$ cat src/common/lpif_pkg.sv
`default_nettype none

package lpif_pkg;

  ////////////////////////////////////////////////////////////
  // link geometry, fixed 256b word over four 64b beats
  ////////////////////////////////////////////////////////////
  localparam int LP_DATA_W  = 256;
  localparam int BEAT_W     = 64;
  localparam int NUM_BEATS  = LP_DATA_W / BEAT_W;
  localparam int BEAT_IDX_W = $clog2(NUM_BEATS);
  localparam int AIB_LANES  = 4;
  localparam int STREAM_W   = 8;
  localparam int PROTID_W   = 2;

  localparam logic [BEAT_IDX_W-1:0] LAST_BEAT = BEAT_IDX_W'(NUM_BEATS - 1);

  // lpif stream ids
  localparam logic [STREAM_W-1:0] MEM_CACHE_STREAM_ID = 8'h01;
  localparam logic [STREAM_W-1:0] IO_STREAM_ID        = 8'h02;
  localparam logic [STREAM_W-1:0] ARB_MUX_STREAM_ID   = 8'h03;

  // protocol ids on the beat streams
  localparam logic [PROTID_W-1:0] PROTID_CACHE   = 2'd0;
  localparam logic [PROTID_W-1:0] PROTID_IO      = 2'd1;
  localparam logic [PROTID_W-1:0] PROTID_ARB_MUX = 2'd2;

  typedef logic [LP_DATA_W-1:0] lp_word_t;
  typedef logic [BEAT_W-1:0]    beat_t;

  typedef enum logic [2:0]
  {
    CTL_IDLE       = 3'd0,
    CTL_PHY_INIT   = 3'd1,
    CTL_CFG        = 3'd2,
    CTL_CALIB      = 3'd3,
    CTL_WAIT_ALIGN = 3'd4,
    CTL_LINK_UP    = 3'd5,
    CTL_PHY_ERR    = 3'd6
  } ctl_state_t;

  // downstream direction, unknown streams fall back to cache
  function automatic logic [PROTID_W-1:0] stream_to_protid(input logic [STREAM_W-1:0] stream);
    logic [PROTID_W-1:0] protid;
    case (stream)
      IO_STREAM_ID:      protid = PROTID_IO;
      ARB_MUX_STREAM_ID: protid = PROTID_ARB_MUX;
      default:           protid = PROTID_CACHE;
    endcase
    return protid;
  endfunction

  // upstream direction, protid 3 is unused and lands on cache
  function automatic logic [STREAM_W-1:0] protid_to_stream(input logic [PROTID_W-1:0] protid);
    logic [STREAM_W-1:0] stream;
    case (protid)
      PROTID_IO:      stream = IO_STREAM_ID;
      PROTID_ARB_MUX: stream = ARB_MUX_STREAM_ID;
      default:        stream = MEM_CACHE_STREAM_ID;
    endcase
    return stream;
  endfunction

endpackage

`default_nettype wire

$ cat src/dstrm/dstrm_splitter.sv
`timescale 1ns/1ps
`default_nettype none

module dstrm_splitter
(
  input  wire logic                          lclk,
  input  wire logic                          rst_n,

  input  wire logic                          ctl_link_up,

  input  wire logic                          lp_irdy,
  input  wire lpif_pkg::lp_word_t            lp_data,
  input  wire logic [lpif_pkg::STREAM_W-1:0] lp_stream,
  output logic                               pl_trdy,

  output logic                               dstrm_valid,
  output lpif_pkg::beat_t                    dstrm_data,
  output logic [lpif_pkg::PROTID_W-1:0]      dstrm_protid
);

  lpif_pkg::lp_word_t                hold_data;  // word being sent
  logic [lpif_pkg::BEAT_IDX_W-1:0]   beat_cnt;
  logic                              last_beat;
  logic                              accept;

  assign last_beat = (beat_cnt == lpif_pkg::LAST_BEAT);

  // idle or on the final beat, so the next word overlaps
  assign pl_trdy = ctl_link_up & (~dstrm_valid | last_beat);
  assign accept  = lp_irdy & pl_trdy;

  ////////////////////////////////////////////////////////////
  // beat sequencing
  ////////////////////////////////////////////////////////////
  always_ff @(posedge lclk or negedge rst_n)
  begin
    if (!rst_n)
    begin
      dstrm_valid <= 1'b0;
      beat_cnt    <= '0;
    end
    else if (accept)
    begin
      dstrm_valid <= 1'b1;
      beat_cnt    <= '0;  // low beat goes out first
    end
    else if (dstrm_valid)
    begin
      if (last_beat)
        dstrm_valid <= 1'b0;
      beat_cnt <= beat_cnt + 1'b1;  // wraps back to zero
    end
  end

  // capture word and translated id on acceptance
  always_ff @(posedge lclk)
  begin
    if (accept)
    begin
      hold_data    <= lp_data;
      dstrm_protid <= lpif_pkg::stream_to_protid(lp_stream);
    end
  end

  // current 64b slice of the held word
  assign dstrm_data = hold_data[beat_cnt * lpif_pkg::BEAT_W +: lpif_pkg::BEAT_W];

endmodule

`default_nettype wire

$ cat src/link_ctl/link_ctl_fsm.sv
`timescale 1ns/1ps
`default_nettype none

module link_ctl_fsm
(
  input  wire logic                           lclk,
  input  wire logic                           rst_n,

  input  wire logic                           i_conf_done,
  input  wire logic [lpif_pkg::AIB_LANES-1:0] ms_tx_transfer_en,
  input  wire logic [lpif_pkg::AIB_LANES-1:0] sl_tx_transfer_en,
  input  wire logic [lpif_pkg::AIB_LANES-1:0] wa_error,
  input  wire logic                           align_done,
  input  wire logic                           align_err,
  input  wire logic                           lp_linkerror,

  output logic                                ns_mac_rdy,
  output logic [lpif_pkg::AIB_LANES-1:0]      ns_adapter_rstn,
  output logic                                tx_online,
  output logic                                rx_online,
  output logic                                ctl_link_up,
  output logic                                ctl_phy_err
);

  lpif_pkg::ctl_state_t state;
  lpif_pkg::ctl_state_t state_nxt;

  logic all_xfer_en;
  logic phy_err;

  // every lane of both directions enabled
  assign all_xfer_en = (&ms_tx_transfer_en) & (&sl_tx_transfer_en);

  // lane status problems, only acted on while link is up
  assign phy_err = ~all_xfer_en | (|wa_error) | align_err | lp_linkerror;

  assign ctl_link_up = (state == lpif_pkg::CTL_LINK_UP);
  assign ctl_phy_err = (state == lpif_pkg::CTL_PHY_ERR);

  ////////////////////////////////////////////////////////////
  // next state
  ////////////////////////////////////////////////////////////
  always_comb
  begin
    state_nxt = state;
    case (state)
      lpif_pkg::CTL_IDLE:       state_nxt = lpif_pkg::CTL_PHY_INIT;
      lpif_pkg::CTL_PHY_INIT:
        if (i_conf_done)
          state_nxt = lpif_pkg::CTL_CFG;
      lpif_pkg::CTL_CFG:        state_nxt = lpif_pkg::CTL_CALIB;  // single cycle
      lpif_pkg::CTL_CALIB:
        if (all_xfer_en)
          state_nxt = lpif_pkg::CTL_WAIT_ALIGN;
      lpif_pkg::CTL_WAIT_ALIGN:
        if (align_done)
          state_nxt = lpif_pkg::CTL_LINK_UP;
      lpif_pkg::CTL_LINK_UP:
        if (phy_err)
          state_nxt = lpif_pkg::CTL_PHY_ERR;
      lpif_pkg::CTL_PHY_ERR:    state_nxt = lpif_pkg::CTL_PHY_ERR;  // sticky until reset
      default:                  state_nxt = lpif_pkg::CTL_IDLE;
    endcase
  end

  ////////////////////////////////////////////////////////////
  // state and sticky aib controls
  ////////////////////////////////////////////////////////////
  always_ff @(posedge lclk or negedge rst_n)
  begin
    if (!rst_n)
    begin
      state           <= lpif_pkg::CTL_IDLE;
      ns_mac_rdy      <= 1'b0;
      ns_adapter_rstn <= '0;
      tx_online       <= 1'b0;
      rx_online       <= 1'b0;
    end
    else
    begin
      state <= state_nxt;
      if (state == lpif_pkg::CTL_PHY_INIT && i_conf_done)
        ns_mac_rdy <= 1'b1;
      if (state == lpif_pkg::CTL_CFG)
        ns_adapter_rstn <= '1;  // release adapter reset on all lanes
      if (state == lpif_pkg::CTL_CALIB && all_xfer_en)
      begin
        tx_online <= 1'b1;
        rx_online <= 1'b1;
      end
    end
  end

endmodule

`default_nettype wire

$ cat src/source/lpif_ctl_top.sv
`timescale 1ns/1ps
`default_nettype none

module lpif_ctl_top
(
  input  wire logic                           lclk,
  input  wire logic                           rst_n,

  // lpif downstream
  input  wire logic                           lp_irdy,
  input  wire lpif_pkg::lp_word_t             lp_data,
  input  wire logic [lpif_pkg::STREAM_W-1:0]  lp_stream,
  output logic                                pl_trdy,

  // downstream beats toward aib
  output logic                                dstrm_valid,
  output lpif_pkg::beat_t                     dstrm_data,
  output logic [lpif_pkg::PROTID_W-1:0]       dstrm_protid,

  // upstream beats from aib
  input  wire logic                           ustrm_valid,
  input  wire lpif_pkg::beat_t                ustrm_data,
  input  wire logic [lpif_pkg::PROTID_W-1:0]  ustrm_protid,

  // lpif upstream
  output logic                                pl_valid,
  output lpif_pkg::lp_word_t                  pl_data,
  output logic [lpif_pkg::STREAM_W-1:0]       pl_stream,

  // aib control and status
  input  wire logic                           i_conf_done,
  input  wire logic [lpif_pkg::AIB_LANES-1:0] ms_tx_transfer_en,
  input  wire logic [lpif_pkg::AIB_LANES-1:0] sl_tx_transfer_en,
  input  wire logic [lpif_pkg::AIB_LANES-1:0] wa_error,
  input  wire logic                           align_done,
  input  wire logic                           align_err,
  input  wire logic                           lp_linkerror,
  output logic                                ns_mac_rdy,
  output logic [lpif_pkg::AIB_LANES-1:0]      ns_adapter_rstn,
  output logic                                tx_online,
  output logic                                rx_online,
  output logic                                ctl_link_up,
  output logic                                ctl_phy_err
);

  link_ctl_fsm link_ctl_fsm_i
  (
    .lclk              (lclk),
    .rst_n             (rst_n),
    .i_conf_done       (i_conf_done),
    .ms_tx_transfer_en (ms_tx_transfer_en),
    .sl_tx_transfer_en (sl_tx_transfer_en),
    .wa_error          (wa_error),
    .align_done        (align_done),
    .align_err         (align_err),
    .lp_linkerror      (lp_linkerror),
    .ns_mac_rdy        (ns_mac_rdy),
    .ns_adapter_rstn   (ns_adapter_rstn),
    .tx_online         (tx_online),
    .rx_online         (rx_online),
    .ctl_link_up       (ctl_link_up),
    .ctl_phy_err       (ctl_phy_err)
  );

  // gated by link state from the fsm
  dstrm_splitter dstrm_splitter_i
  (
    .lclk         (lclk),
    .rst_n        (rst_n),
    .ctl_link_up  (ctl_link_up),
    .lp_irdy      (lp_irdy),
    .lp_data      (lp_data),
    .lp_stream    (lp_stream),
    .pl_trdy      (pl_trdy),
    .dstrm_valid  (dstrm_valid),
    .dstrm_data   (dstrm_data),
    .dstrm_protid (dstrm_protid)
  );

  ustrm_gatherer ustrm_gatherer_i
  (
    .lclk         (lclk),
    .rst_n        (rst_n),
    .ustrm_valid  (ustrm_valid),
    .ustrm_data   (ustrm_data),
    .ustrm_protid (ustrm_protid),
    .pl_valid     (pl_valid),
    .pl_data      (pl_data),
    .pl_stream    (pl_stream)
  );

endmodule

`default_nettype wire

$ cat src/ustrm/ustrm_gatherer.sv
`timescale 1ns/1ps
`default_nettype none

module ustrm_gatherer
(
  input  wire logic                          lclk,
  input  wire logic                          rst_n,

  input  wire logic                          ustrm_valid,
  input  wire lpif_pkg::beat_t               ustrm_data,
  input  wire logic [lpif_pkg::PROTID_W-1:0] ustrm_protid,

  output logic                               pl_valid,
  output lpif_pkg::lp_word_t                 pl_data,
  output logic [lpif_pkg::STREAM_W-1:0]      pl_stream
);

  lpif_pkg::lp_word_t              asm_data;  // partial word
  logic [lpif_pkg::BEAT_IDX_W-1:0] beat_cnt;
  logic                            group_done;

  // fourth beat of the group on the bus now
  assign group_done = ustrm_valid & (beat_cnt == lpif_pkg::LAST_BEAT);

  ////////////////////////////////////////////////////////////
  // beat count and valid pulse
  ////////////////////////////////////////////////////////////
  always_ff @(posedge lclk or negedge rst_n)
  begin
    if (!rst_n)
    begin
      beat_cnt <= '0;
      pl_valid <= 1'b0;
    end
    else
    begin
      if (ustrm_valid)
        beat_cnt <= beat_cnt + 1'b1;  // wraps, next group starts at once
      pl_valid <= group_done;  // one cycle only
    end
  end

  ////////////////////////////////////////////////////////////
  // assembly and output word
  ////////////////////////////////////////////////////////////
  always_ff @(posedge lclk)
  begin
    if (ustrm_valid)
      asm_data[beat_cnt * lpif_pkg::BEAT_W +: lpif_pkg::BEAT_W] <= ustrm_data;
  end

  always_ff @(posedge lclk)
  begin
    if (group_done)
    begin
      // last beat bypasses the assembly register
      pl_data   <= {ustrm_data, asm_data[lpif_pkg::LP_DATA_W-lpif_pkg::BEAT_W-1:0]};
      pl_stream <= lpif_pkg::protid_to_stream(ustrm_protid);
    end
  end

endmodule

`default_nettype wire
$ cat config.mk
export PLATFORM = sky130hd
export DESIGN_NAME = lpif_ctl_top
export DESIGN_NICKNAME = d
export VERILOG_FILES = /design/src/common/lpif_pkg.sv /design/src/dstrm/dstrm_splitter.sv /design/src/link_ctl/link_ctl_fsm.sv /design/src/source/lpif_ctl_top.sv /design/src/ustrm/ustrm_gatherer.sv
export SDC_FILE = /design/constraint.sdc
export NUM_CORES = 1
export LEC_CHECK = 0
export BUFFER_PORTS_ARGS = -buffer_cell sky130_fd_sc_hd__buf_2
export CAP_MARGIN = 20
export CORE_AREA = 4 4 264 266
export DETAILED_ROUTE_END_ITERATION = 16
export DIE_AREA = 0 0 268 270
export SLEW_MARGIN = 20
export SYNTH_ARGS = -nofsm -noshare
export SYNTH_HDL_FRONTEND = slang
export SYNTH_HIERARCHICAL = 1
export SYNTH_SLANG_ARGS = --single-unit
export TNS_END_PERCENT = 1
$ cat constraint.sdc
create_clock -name lclk -period 13.6 [get_ports lclk]
set_clock_uncertainty 0.05 [all_clocks]
set_input_delay 2.04 -clock lclk [delete_from_list [all_inputs] [get_ports lclk]]
set_output_delay 2.04 -clock lclk [all_outputs]
set_load 0.005 [all_outputs]
==> run_summary.xml, run 1 <==
<?xml version="1.0" encoding="UTF-8"?>
<metrics>
  <group name="run_status">
    <metric name="outcome" unit="">completed</metric>
  </group>
  <group name="worst_setup_path">
    <metric name="critical_path.n_buffers_inverters" unit="">2</metric>
    <metric name="timing.critical_path.required" unit="ns">11.51</metric>
    <metric name="cp_top_family" unit="">buffers and inverters</metric>
    <metric name="critical_path_peak_fanout" unit="">40</metric>
    <metric name="worstSetupPathDepth" unit="">3</metric>
    <metric name="critical-path-slowest-cell" unit="">sky130_fd_sc_hd__dfrtp_4</metric>
    <metric name="worst_r2r_path_depth" unit="">4</metric>
    <metric name="worstPathCellList" unit="">buf_4 -&gt; mux4_2 -&gt; buf_2</metric>
    <metric name="crit_type" unit="">reg2out</metric>
    <metric name="end_kind" unit="">primary output</metric>
    <metric name="critPathArrivalTime" unit="ns">2.93</metric>
    <metric name="max_stage_delay" unit="ns">0.78</metric>
    <metric name="cp-start-kind" unit="">register</metric>
  </group>
  <group name="clock_tree">
    <metric name="clock_insertion_delay_worst_skew" unit="ns">0.61</metric>
    <metric name="cts_hold_buffers" unit="">0</metric>
    <metric name="post_cts_resize_count" unit="">0</metric>
    <metric name="cts-root-to-sink-buffers" unit="">3</metric>
    <metric name="post-cts-setup-buffer-count" unit="">0</metric>
    <metric name="cts_buffers" unit="">78</metric>
    <metric name="clk_transition_reported_paths" unit="ns">0.06</metric>
    <metric name="cts_tree" unit="">built</metric>
    <metric name="cts_max_level" unit="">3</metric>
    <metric name="clockRootBuffer" unit="">sky130_fd_sc_hd__clkbuf_16</metric>
    <metric name="cts.sink_count" unit="">720</metric>
  </group>
  <group name="layout">
    <metric name="finish.net_count" unit="">2191</metric>
    <metric name="layout.cells.most_common" unit="">sky130_fd_sc_hd__edfxtp_1</metric>
    <metric name="instances_no_fill" unit="">2781</metric>
    <metric name="final_cell_mix" unit="">sky130_fd_sc_hd__edfxtp_1, sky130_fd_sc_hd__buf_2, sky130_fd_sc_hd__and2_1, sky130_fd_sc_hd__clkbuf_16, sky130_fd_sc_hd__mux4_2</metric>
    <metric name="final-seq-area" unit="um^2">21600</metric>
    <metric name="filler_cell_count" unit="">5705</metric>
    <metric name="syn2layout_area_growth" unit="%">27.1</metric>
    <metric name="post-route-cell-area" unit="um^2">32000</metric>
    <metric name="multi_input_comb_area" unit="um^2">3260</metric>
    <metric name="layout-drive-gt1-share" unit="%">47.7</metric>
  </group>
  <group name="drt">
    <metric name="wirelength_met1" unit="um">22600</metric>
    <metric name="routed-wl-met3" unit="um">7660</metric>
    <metric name="routed.top_layer" unit="">met5</metric>
    <metric name="vias" unit="">13200</metric>
    <metric name="initialDrtViolationCount" unit="">1210</metric>
    <metric name="met2_length" unit="um">34900</metric>
    <metric name="detailedRoute.firstPassIterationCount" unit="">8</metric>
    <metric name="route.detailed.drc" unit="">0</metric>
    <metric name="vias_per_cell" unit="">4.76</metric>
    <metric name="route.antenna.remaining_nets" unit="">0</metric>
    <metric name="post_drt_wl_per_cell" unit="um">24.4</metric>
    <metric name="routed_wirelength" unit="um">67800</metric>
  </group>
  <group name="sta">
    <metric name="hold-worst-slack" unit="ns">0.363</metric>
    <metric name="finalHoldViolations" unit="">0</metric>
    <metric name="rsz0062_at_grt" unit="">false</metric>
    <metric name="worst_pin_slew" unit="ns">1.15</metric>
    <metric name="finalSetupViolCount" unit="">0</metric>
    <metric name="period_share" unit="%">36.9</metric>
    <metric name="fmax" unit="MHz">199</metric>
    <metric name="tns" unit="ns">0</metric>
    <metric name="slew-limit-headroom" unit="%">23.4</metric>
    <metric name="period_minus_slack" unit="ns">5.02</metric>
    <metric name="timing.final.max_slew_violations" unit="">0</metric>
  </group>
  <group name="global_route">
    <metric name="number_of_global_route_vias_before_repair" unit="">13900</metric>
    <metric name="initial_antenna_violation_count" unit="">25</metric>
    <metric name="grt_usage" unit="%">18.0</metric>
    <metric name="grt_residual_overflow" unit="">0</metric>
    <metric name="grt_first_pass_wirelength" unit="um">94900</metric>
    <metric name="largest_net_degree_at_the_start_of_global_routing" unit="">192</metric>
  </group>
  <group name="logic_synthesis">
    <metric name="ys_types" unit="">45</metric>
    <metric name="post_synth_inst_count" unit="">1096</metric>
    <metric name="asyncSetResetFlopFracSynth" unit="%">1.67</metric>
    <metric name="sequential_element_share_of_the_synthesized_area" unit="%">85.6</metric>
    <metric name="synth_top_cell_by_area" unit="">sky130_fd_sc_hd__edfxtp_1</metric>
    <metric name="postSynth.topFlopCell" unit="">sky130_fd_sc_hd__edfxtp_1</metric>
    <metric name="post_synth_main_area_contributors" unit="">sky130_fd_sc_hd__edfxtp_1, sky130_fd_sc_hd__mux4_2, sky130_fd_sc_hd__and2_1, sky130_fd_sc_hd__dfrtp_1, sky130_fd_sc_hd__and3_1</metric>
    <metric name="synth_area" unit="um^2">25200</metric>
    <metric name="post_synth.cell_area_avg" unit="um^2">23.0</metric>
    <metric name="synth_enable_flop_cells" unit="">708</metric>
    <metric name="synth_top_cell_area_share" unit="%">84.4</metric>
    <metric name="synth.yosys.warnings" unit="">6</metric>
    <metric name="ys_ff_latch" unit="">720</metric>
  </group>
  <group name="floorplan">
    <metric name="core-area" unit="um^2">67000</metric>
    <metric name="row_count" unit="">95</metric>
    <metric name="floorplan.die.width" unit="um">268</metric>
    <metric name="number_of_top_level_pins" unit="">692</metric>
    <metric name="overall_die_area" unit="um^2">72400</metric>
    <metric name="die_height" unit="um">270</metric>
    <metric name="initial_utilization" unit="%">37.6</metric>
  </group>
  <group name="place">
    <metric name="numPlacedInstances" unit="">2623</metric>
    <metric name="buffer_ports.inserted" unit="">685</metric>
    <metric name="place_congestion" unit="">0.871</metric>
    <metric name="placed_area" unit="um^2">29500</metric>
    <metric name="final_hpwl_from_detailed_placement" unit="um">47800</metric>
  </group>
  <group name="flow_run">
    <metric name="maxCapViolations" unit="">0</metric>
  </group>
  <group name="pwr">
    <metric name="leakagePower" unit="nW">12.0</metric>
    <metric name="irDropWorstVdd" unit="mV">0.122</metric>
    <metric name="power.density" unit="nW/um^2">194</metric>
  </group>
  <group name="min_path">
    <metric name="min_delay_path_depth" unit="">0</metric>
    <metric name="timing.hold.worst.class" unit="">reg2reg</metric>
  </group>
</metrics>
[report_power, final]
part	switching (mW)	internal [mW]
combinational	0.686	0.482
sequential	0.124	2.90
clock	0.854	1.18
total	1.66	4.57
[layer usage]
layer / vias to the layer above / track usage, %
li1: 5813 / -
met1: 6651 / 19.3
met2: 638 / 31.3
met3: 135 / 7.48
met4: 10 / 7.51
met5: - / 0
[final timing paths]
check / from / endpoint / slack, ns
max in group asynchronous: rst_n / dstrm_splitter_i/beat_cnt[0]$_DFFE_PN0P_ / 11.88
worst max-delay path: dstrm_splitter_i/beat_cnt[0]$_DFFE_PN0P_ / dstrm_data[1] / 8.58
worst max register to register: ustrm_gatherer_i/beat_cnt[0]$_DFFE_PN0P_ / ustrm_gatherer_i/pl_data[31]$_DFFE_PP_ / 10.08
worst min-delay path: ustrm_gatherer_i/asm_data[118]$_DFFE_PP_ / ustrm_gatherer_i/pl_data[118]$_DFFE_PP_ / 0.36
worst min register to register: ustrm_gatherer_i/asm_data[118]$_DFFE_PP_ / ustrm_gatherer_i/pl_data[118]$_DFFE_PP_ / 0.36
min in group asynchronous: rst_n / link_ctl_fsm_i/ns_mac_rdy$_DFFE_PN0P_ / 1.29
[cell usage after synthesis, drive strengths merged (2+ instances only)]
library cell and count:
or2 2, buf 30, nor2b 2, edfxtp 708, nand4 2, nor4 3, o21ai 3, nor4b 2
inv 7, dfrtp 12, a31oi 2, nor3 2, nor2 2, and2 154, nand2 6, ha 11
nand2b 3, clkbuf 18, a21oi 2, o21bai 2, and3 44, mux4 64, or4 2
[kinds of logic (layout without fill, tap and decap cells)]
kind of cell,Yosys count,after routing,share of synthesized area [%]
DFF,720,720,85.6
and+or+nand+nor,228,228,5.97
muxes,66,66,5.82
buffers and inverters,55,842,1.66
AOI/OAI and AO/OA,13,13,0.338
adders and majority gates,11,11,0.546
xor gates and xnor gates,2,2,0.0695
other,1,26,0.0149
[through the flow]
stage                     setup WS, ns  power [mW]  util, %
after floorplan                   4.24        3.76        -
after global placement            8.71        4.23     44.0
after detailed placement          8.59        4.26     44.0
after CTS                         8.45        6.32     47.7
after global routing              8.32        6.51     47.7
final                             8.58        6.23     47.8
[area by class of cell]
type	instances	area share (%)
flip-flops and latches	720	67.3
repair buffers	697	11.0
multi-input cells	326	10.2
clock buffers	96	6.31
well taps	873	3.41
clock inverters	42	1.48
diodes	20	0.156
inverters	7	0.0821
[registers in the layout, indices dropped and copies added (netlist names)]
signal	cells
ustrm_gatherer_i/pl_data	256
dstrm_splitter_i/beat_cnt	2
dstrm_splitter_i/dstrm_valid	1
ustrm_gatherer_i/beat_cnt	2
link_ctl_fsm_i/ns_adapter_rstn	1
dstrm_splitter_i/hold_data	256
link_ctl_fsm_i/state	3
link_ctl_fsm_i/rx_online	1
dstrm_splitter_i/dstrm_protid	2
ustrm_gatherer_i/pl_valid	1
ustrm_gatherer_i/pl_stream	2
ustrm_gatherer_i/asm_data	192
link_ctl_fsm_i/ns_mac_rdy	1
Note: power is estimated with default switching activity, not from simulation.
==> run 2: changes to the inputs <==
==> constraint.sdc (replaced) <==
create_clock -name lclk -period 4.34 [get_ports lclk]
set_clock_uncertainty 0.05 [all_clocks]
set_input_delay 0.651 -clock lclk [delete_from_list [all_inputs] [get_ports lclk]]
set_output_delay 0.651 -clock lclk [all_outputs]
set_load 0.005 [all_outputs]
==> run 2 against run 1 <==
Critical path depth is the same. Sequential cell count stayed put. Sequential power rose to 3.1 times the previous value. Non-clock buffer count grew 11. Combinational power grew to 3.3 times the previous value. Hold slack got worse by 0.21 ns. Die area unchanged. Sequential share of layout area down 0.55 points. Power increased to 3.2 times the previous value. Global-route usage rose by 0.25 points. Utilization rose by 0.39 points. Routed wire length is 1.4% higher.
==> run_summary.xml, run 2 (synthesis gave the netlist of run 1 again) <==
<?xml version="1.0" encoding="UTF-8"?>
<metrics>
  <group name="run_status">
    <metric name="outcome" unit="">completed</metric>
  </group>
  <group name="pwr">
    <metric name="p_switching" unit="mW">5.25</metric>
    <metric name="report.power.total" unit="mW">19.9</metric>
    <metric name="cell_internal_power" unit="mW">14.7</metric>
    <metric name="leakagePower" unit="nW">12.1</metric>
    <metric name="power.switching_fraction" unit="%">26.4</metric>
    <metric name="power.sequential.fraction" unit="%">47.4</metric>
    <metric name="share_clk_of_total_power" unit="%">33.3</metric>
    <metric name="pwr-share-comb" unit="%">19.3</metric>
    <metric name="irDropWorstVdd" unit="mV">0.428</metric>
    <metric name="power.density" unit="nW/um^2">617</metric>
  </group>
  <group name="sta">
    <metric name="fmax" unit="MHz">312</metric>
    <metric name="worst_pin_slew" unit="ns">1.08</metric>
    <metric name="period_share" unit="%">73.9</metric>
    <metric name="rsz0062_at_grt" unit="">false</metric>
    <metric name="worst_slack" unit="ns">1.13</metric>
    <metric name="finalHoldViolations" unit="">0</metric>
    <metric name="tns" unit="ns">0</metric>
    <metric name="slew-limit-headroom" unit="%">28.1</metric>
    <metric name="finalSetupViolCount" unit="">0</metric>
    <metric name="timing.final.max_slew_violations" unit="">0</metric>
    <metric name="period_minus_slack" unit="ns">3.21</metric>
  </group>
  <group name="global_route">
    <metric name="number_of_global_route_vias_before_repair" unit="">14000</metric>
    <metric name="grt_first_pass_wirelength" unit="um">96100</metric>
    <metric name="grt_usage" unit="%">18.3</metric>
    <metric name="grt_residual_overflow" unit="">0</metric>
    <metric name="initial_antenna_violation_count" unit="">19</metric>
    <metric name="largest_net_degree_at_the_start_of_global_routing" unit="">80</metric>
  </group>
  <group name="layout">
    <metric name="layout-drive-gt1-share" unit="%">48.3</metric>
    <metric name="largestRegisters" unit="">dstrm_splitter_i/hold_data x256, ustrm_gatherer_i/pl_data x256, ustrm_gatherer_i/asm_data x192</metric>
    <metric name="syn2layout_area_growth" unit="%">28.1</metric>
    <metric name="final_cell_mix" unit="">sky130_fd_sc_hd__edfxtp_1, sky130_fd_sc_hd__buf_2, sky130_fd_sc_hd__and2_1, sky130_fd_sc_hd__clkbuf_16, sky130_fd_sc_hd__mux4_2</metric>
    <metric name="layout.cells.most_common" unit="">sky130_fd_sc_hd__edfxtp_1</metric>
    <metric name="finish.net_count" unit="">2200</metric>
  </group>
  <group name="drt">
    <metric name="initialDrtViolationCount" unit="">1050</metric>
    <metric name="route.detailed.drc" unit="">0</metric>
    <metric name="vias" unit="">13200</metric>
    <metric name="route.antenna.remaining_nets" unit="">0</metric>
    <metric name="met2_length" unit="um">35300</metric>
    <metric name="vias_per_cell" unit="">4.74</metric>
    <metric name="routed-wl-met3" unit="um">6960</metric>
    <metric name="post_drt_wl_per_cell" unit="um">24.6</metric>
    <metric name="routed_wirelength" unit="um">68700</metric>
    <metric name="wirelength_met1" unit="um">24200</metric>
    <metric name="detailedRoute.firstPassIterationCount" unit="">5</metric>
    <metric name="routed.top_layer" unit="">met5</metric>
  </group>
  <group name="place">
    <metric name="place_congestion" unit="">0.878</metric>
    <metric name="final_hpwl_from_detailed_placement" unit="um">49100</metric>
    <metric name="buffer_ports.inserted" unit="">685</metric>
    <metric name="preCtsSetupSlack" unit="ns">1.31</metric>
  </group>
  <group name="worst_setup_path">
    <metric name="end_kind" unit="">primary output</metric>
    <metric name="cp_top_family" unit="">flip-flops</metric>
    <metric name="crit_type" unit="">reg2out</metric>
    <metric name="cp-start-kind" unit="">register</metric>
    <metric name="max_stage_delay" unit="ns">0.74</metric>
    <metric name="critical_path_peak_fanout" unit="">23</metric>
    <metric name="critical_path.n_buffers_inverters" unit="">2</metric>
    <metric name="critical-path-slowest-cell" unit="">sky130_fd_sc_hd__dfrtp_4</metric>
    <metric name="critPathArrivalTime" unit="ns">2.51</metric>
    <metric name="worstPathCellList" unit="">buf_4 -&gt; mux4_2 -&gt; buf_2</metric>
    <metric name="timing.critical_path.required" unit="ns">3.64</metric>
  </group>
  <group name="min_path">
    <metric name="timing.hold.worst.class" unit="">in2reg</metric>
  </group>
  <group name="clock_tree">
    <metric name="cts_max_level" unit="">3</metric>
    <metric name="cts.sink_count" unit="">720</metric>
    <metric name="clockRootBuffer" unit="">sky130_fd_sc_hd__clkbuf_16</metric>
    <metric name="clk_transition_reported_paths" unit="ns">0.06</metric>
    <metric name="post-cts-setup-buffer-count" unit="">0</metric>
    <metric name="cts-root-to-sink-buffers" unit="">3</metric>
    <metric name="cts_buffers" unit="">76</metric>
    <metric name="clock_insertion_delay_worst_skew" unit="ns">0.59</metric>
    <metric name="cts_tree" unit="">built</metric>
  </group>
  <group name="floorplan">
    <metric name="number_of_top_level_pins" unit="">692</metric>
    <metric name="row_count" unit="">95</metric>
    <metric name="floorplan.die.width" unit="um">268</metric>
    <metric name="initial_utilization" unit="%">37.6</metric>
    <metric name="die_height" unit="um">270</metric>
    <metric name="overall_die_area" unit="um^2">72400</metric>
    <metric name="core-area" unit="um^2">67000</metric>
  </group>
  <group name="flow_run">
    <metric name="maxCapViolations" unit="">0</metric>
  </group>
</metrics>
run 2: cell count changes in the layout (fill, tap and decap cells not counted), sizes merged:
| cell | delta |
|---|---|
| bufinv | +5 |
| clkbuf | +1 |
| clkinv | -1 |
| inv | -4 |
| diode | -2 |
| buf | +10 |
| clkinvlp | -2 |
| dlygate4sd3 | +1 |
run 2: metrics by stage:
stage               std cells  hold slack (ns)  utilization, %  cell area, um^2
finish                   2789            0.152            48.2            32300
global route             2779            0.111            48.1            32300
floorplan                1101            0.305               -            25200
global placement         2632            0.350            44.2            29600
CTS                      2770            0.101            48.1            32200
detailed placement       2632            0.355            44.2            29600
run 2: power by group through the flow:
| stage | Clock [mW] | Sequential, mW | Combinational [mW] |
|---|---|---|---|
| 3_3_place_gp | 0 | 9.55 | 3.86 |
| 2_1_floorplan | 0 | 9.55 | 2.15 |
| 3_5_place_dp | 0 | 9.59 | 3.91 |
| 5_1_grt | 7.12 | 9.53 | 4.19 |
| 6_report | 6.62 | 9.43 | 3.85 |
| 4_1_cts | 6.83 | 9.45 | 3.92 |
run 2: layout make-up:
class | instances | area, um^2
Fill cell | 5722 | 34800
Clock buffer | 97 | 2020
Timing Repair Buffer | 708 | 3700
Inverter | 7 | 26.3
Clock inverter | 40 | 547
Sequential cell | 720 | 21600
Tap cell | 873 | 1090
Antenna cell | 18 | 45.0
Multi-Input combinational cell | 326 | 3290
run 2: final timing paths:
path,cells after the start,end,from,slack (ns)
min reg2reg,0,ustrm_gatherer_i/pl_data[104]$_DFFE_PP_,ustrm_gatherer_i/asm_data[104]$_DFFE_PP_,0.36
max,3,dstrm_data[48],dstrm_splitter_i/beat_cnt[0]$_DFFE_PN0P_,1.13
min in group asynchronous,2,ustrm_gatherer_i/pl_valid$_DFF_PN0_,rst_n,0.48
max in group asynchronous,2,dstrm_splitter_i/beat_cnt[0]$_DFFE_PN0P_,rst_n,3.40
max reg2reg,5,ustrm_gatherer_i/asm_data[46]$_DFFE_PP_,ustrm_gatherer_i/beat_cnt[0]$_DFFE_PN0P_,1.43
min,1,dstrm_splitter_i/hold_data[138]$_DFFE_PP_,lp_data[138],0.15
run 2: repair_timing:
| item | in CTS | in global routing |
|---|---|---|
| hold buffers | 1 | 0 |
| hold endpoints to repair | 12 | 0 |
| resized for setup | 0 | 0 |
run 2: layer usage:
metal	track usage [%]	vias to the layer above
li1	-	5830
met1	20.2	6678
met2	31.9	573
met3	7.22	117
met4	6.47	8
met5	0	-
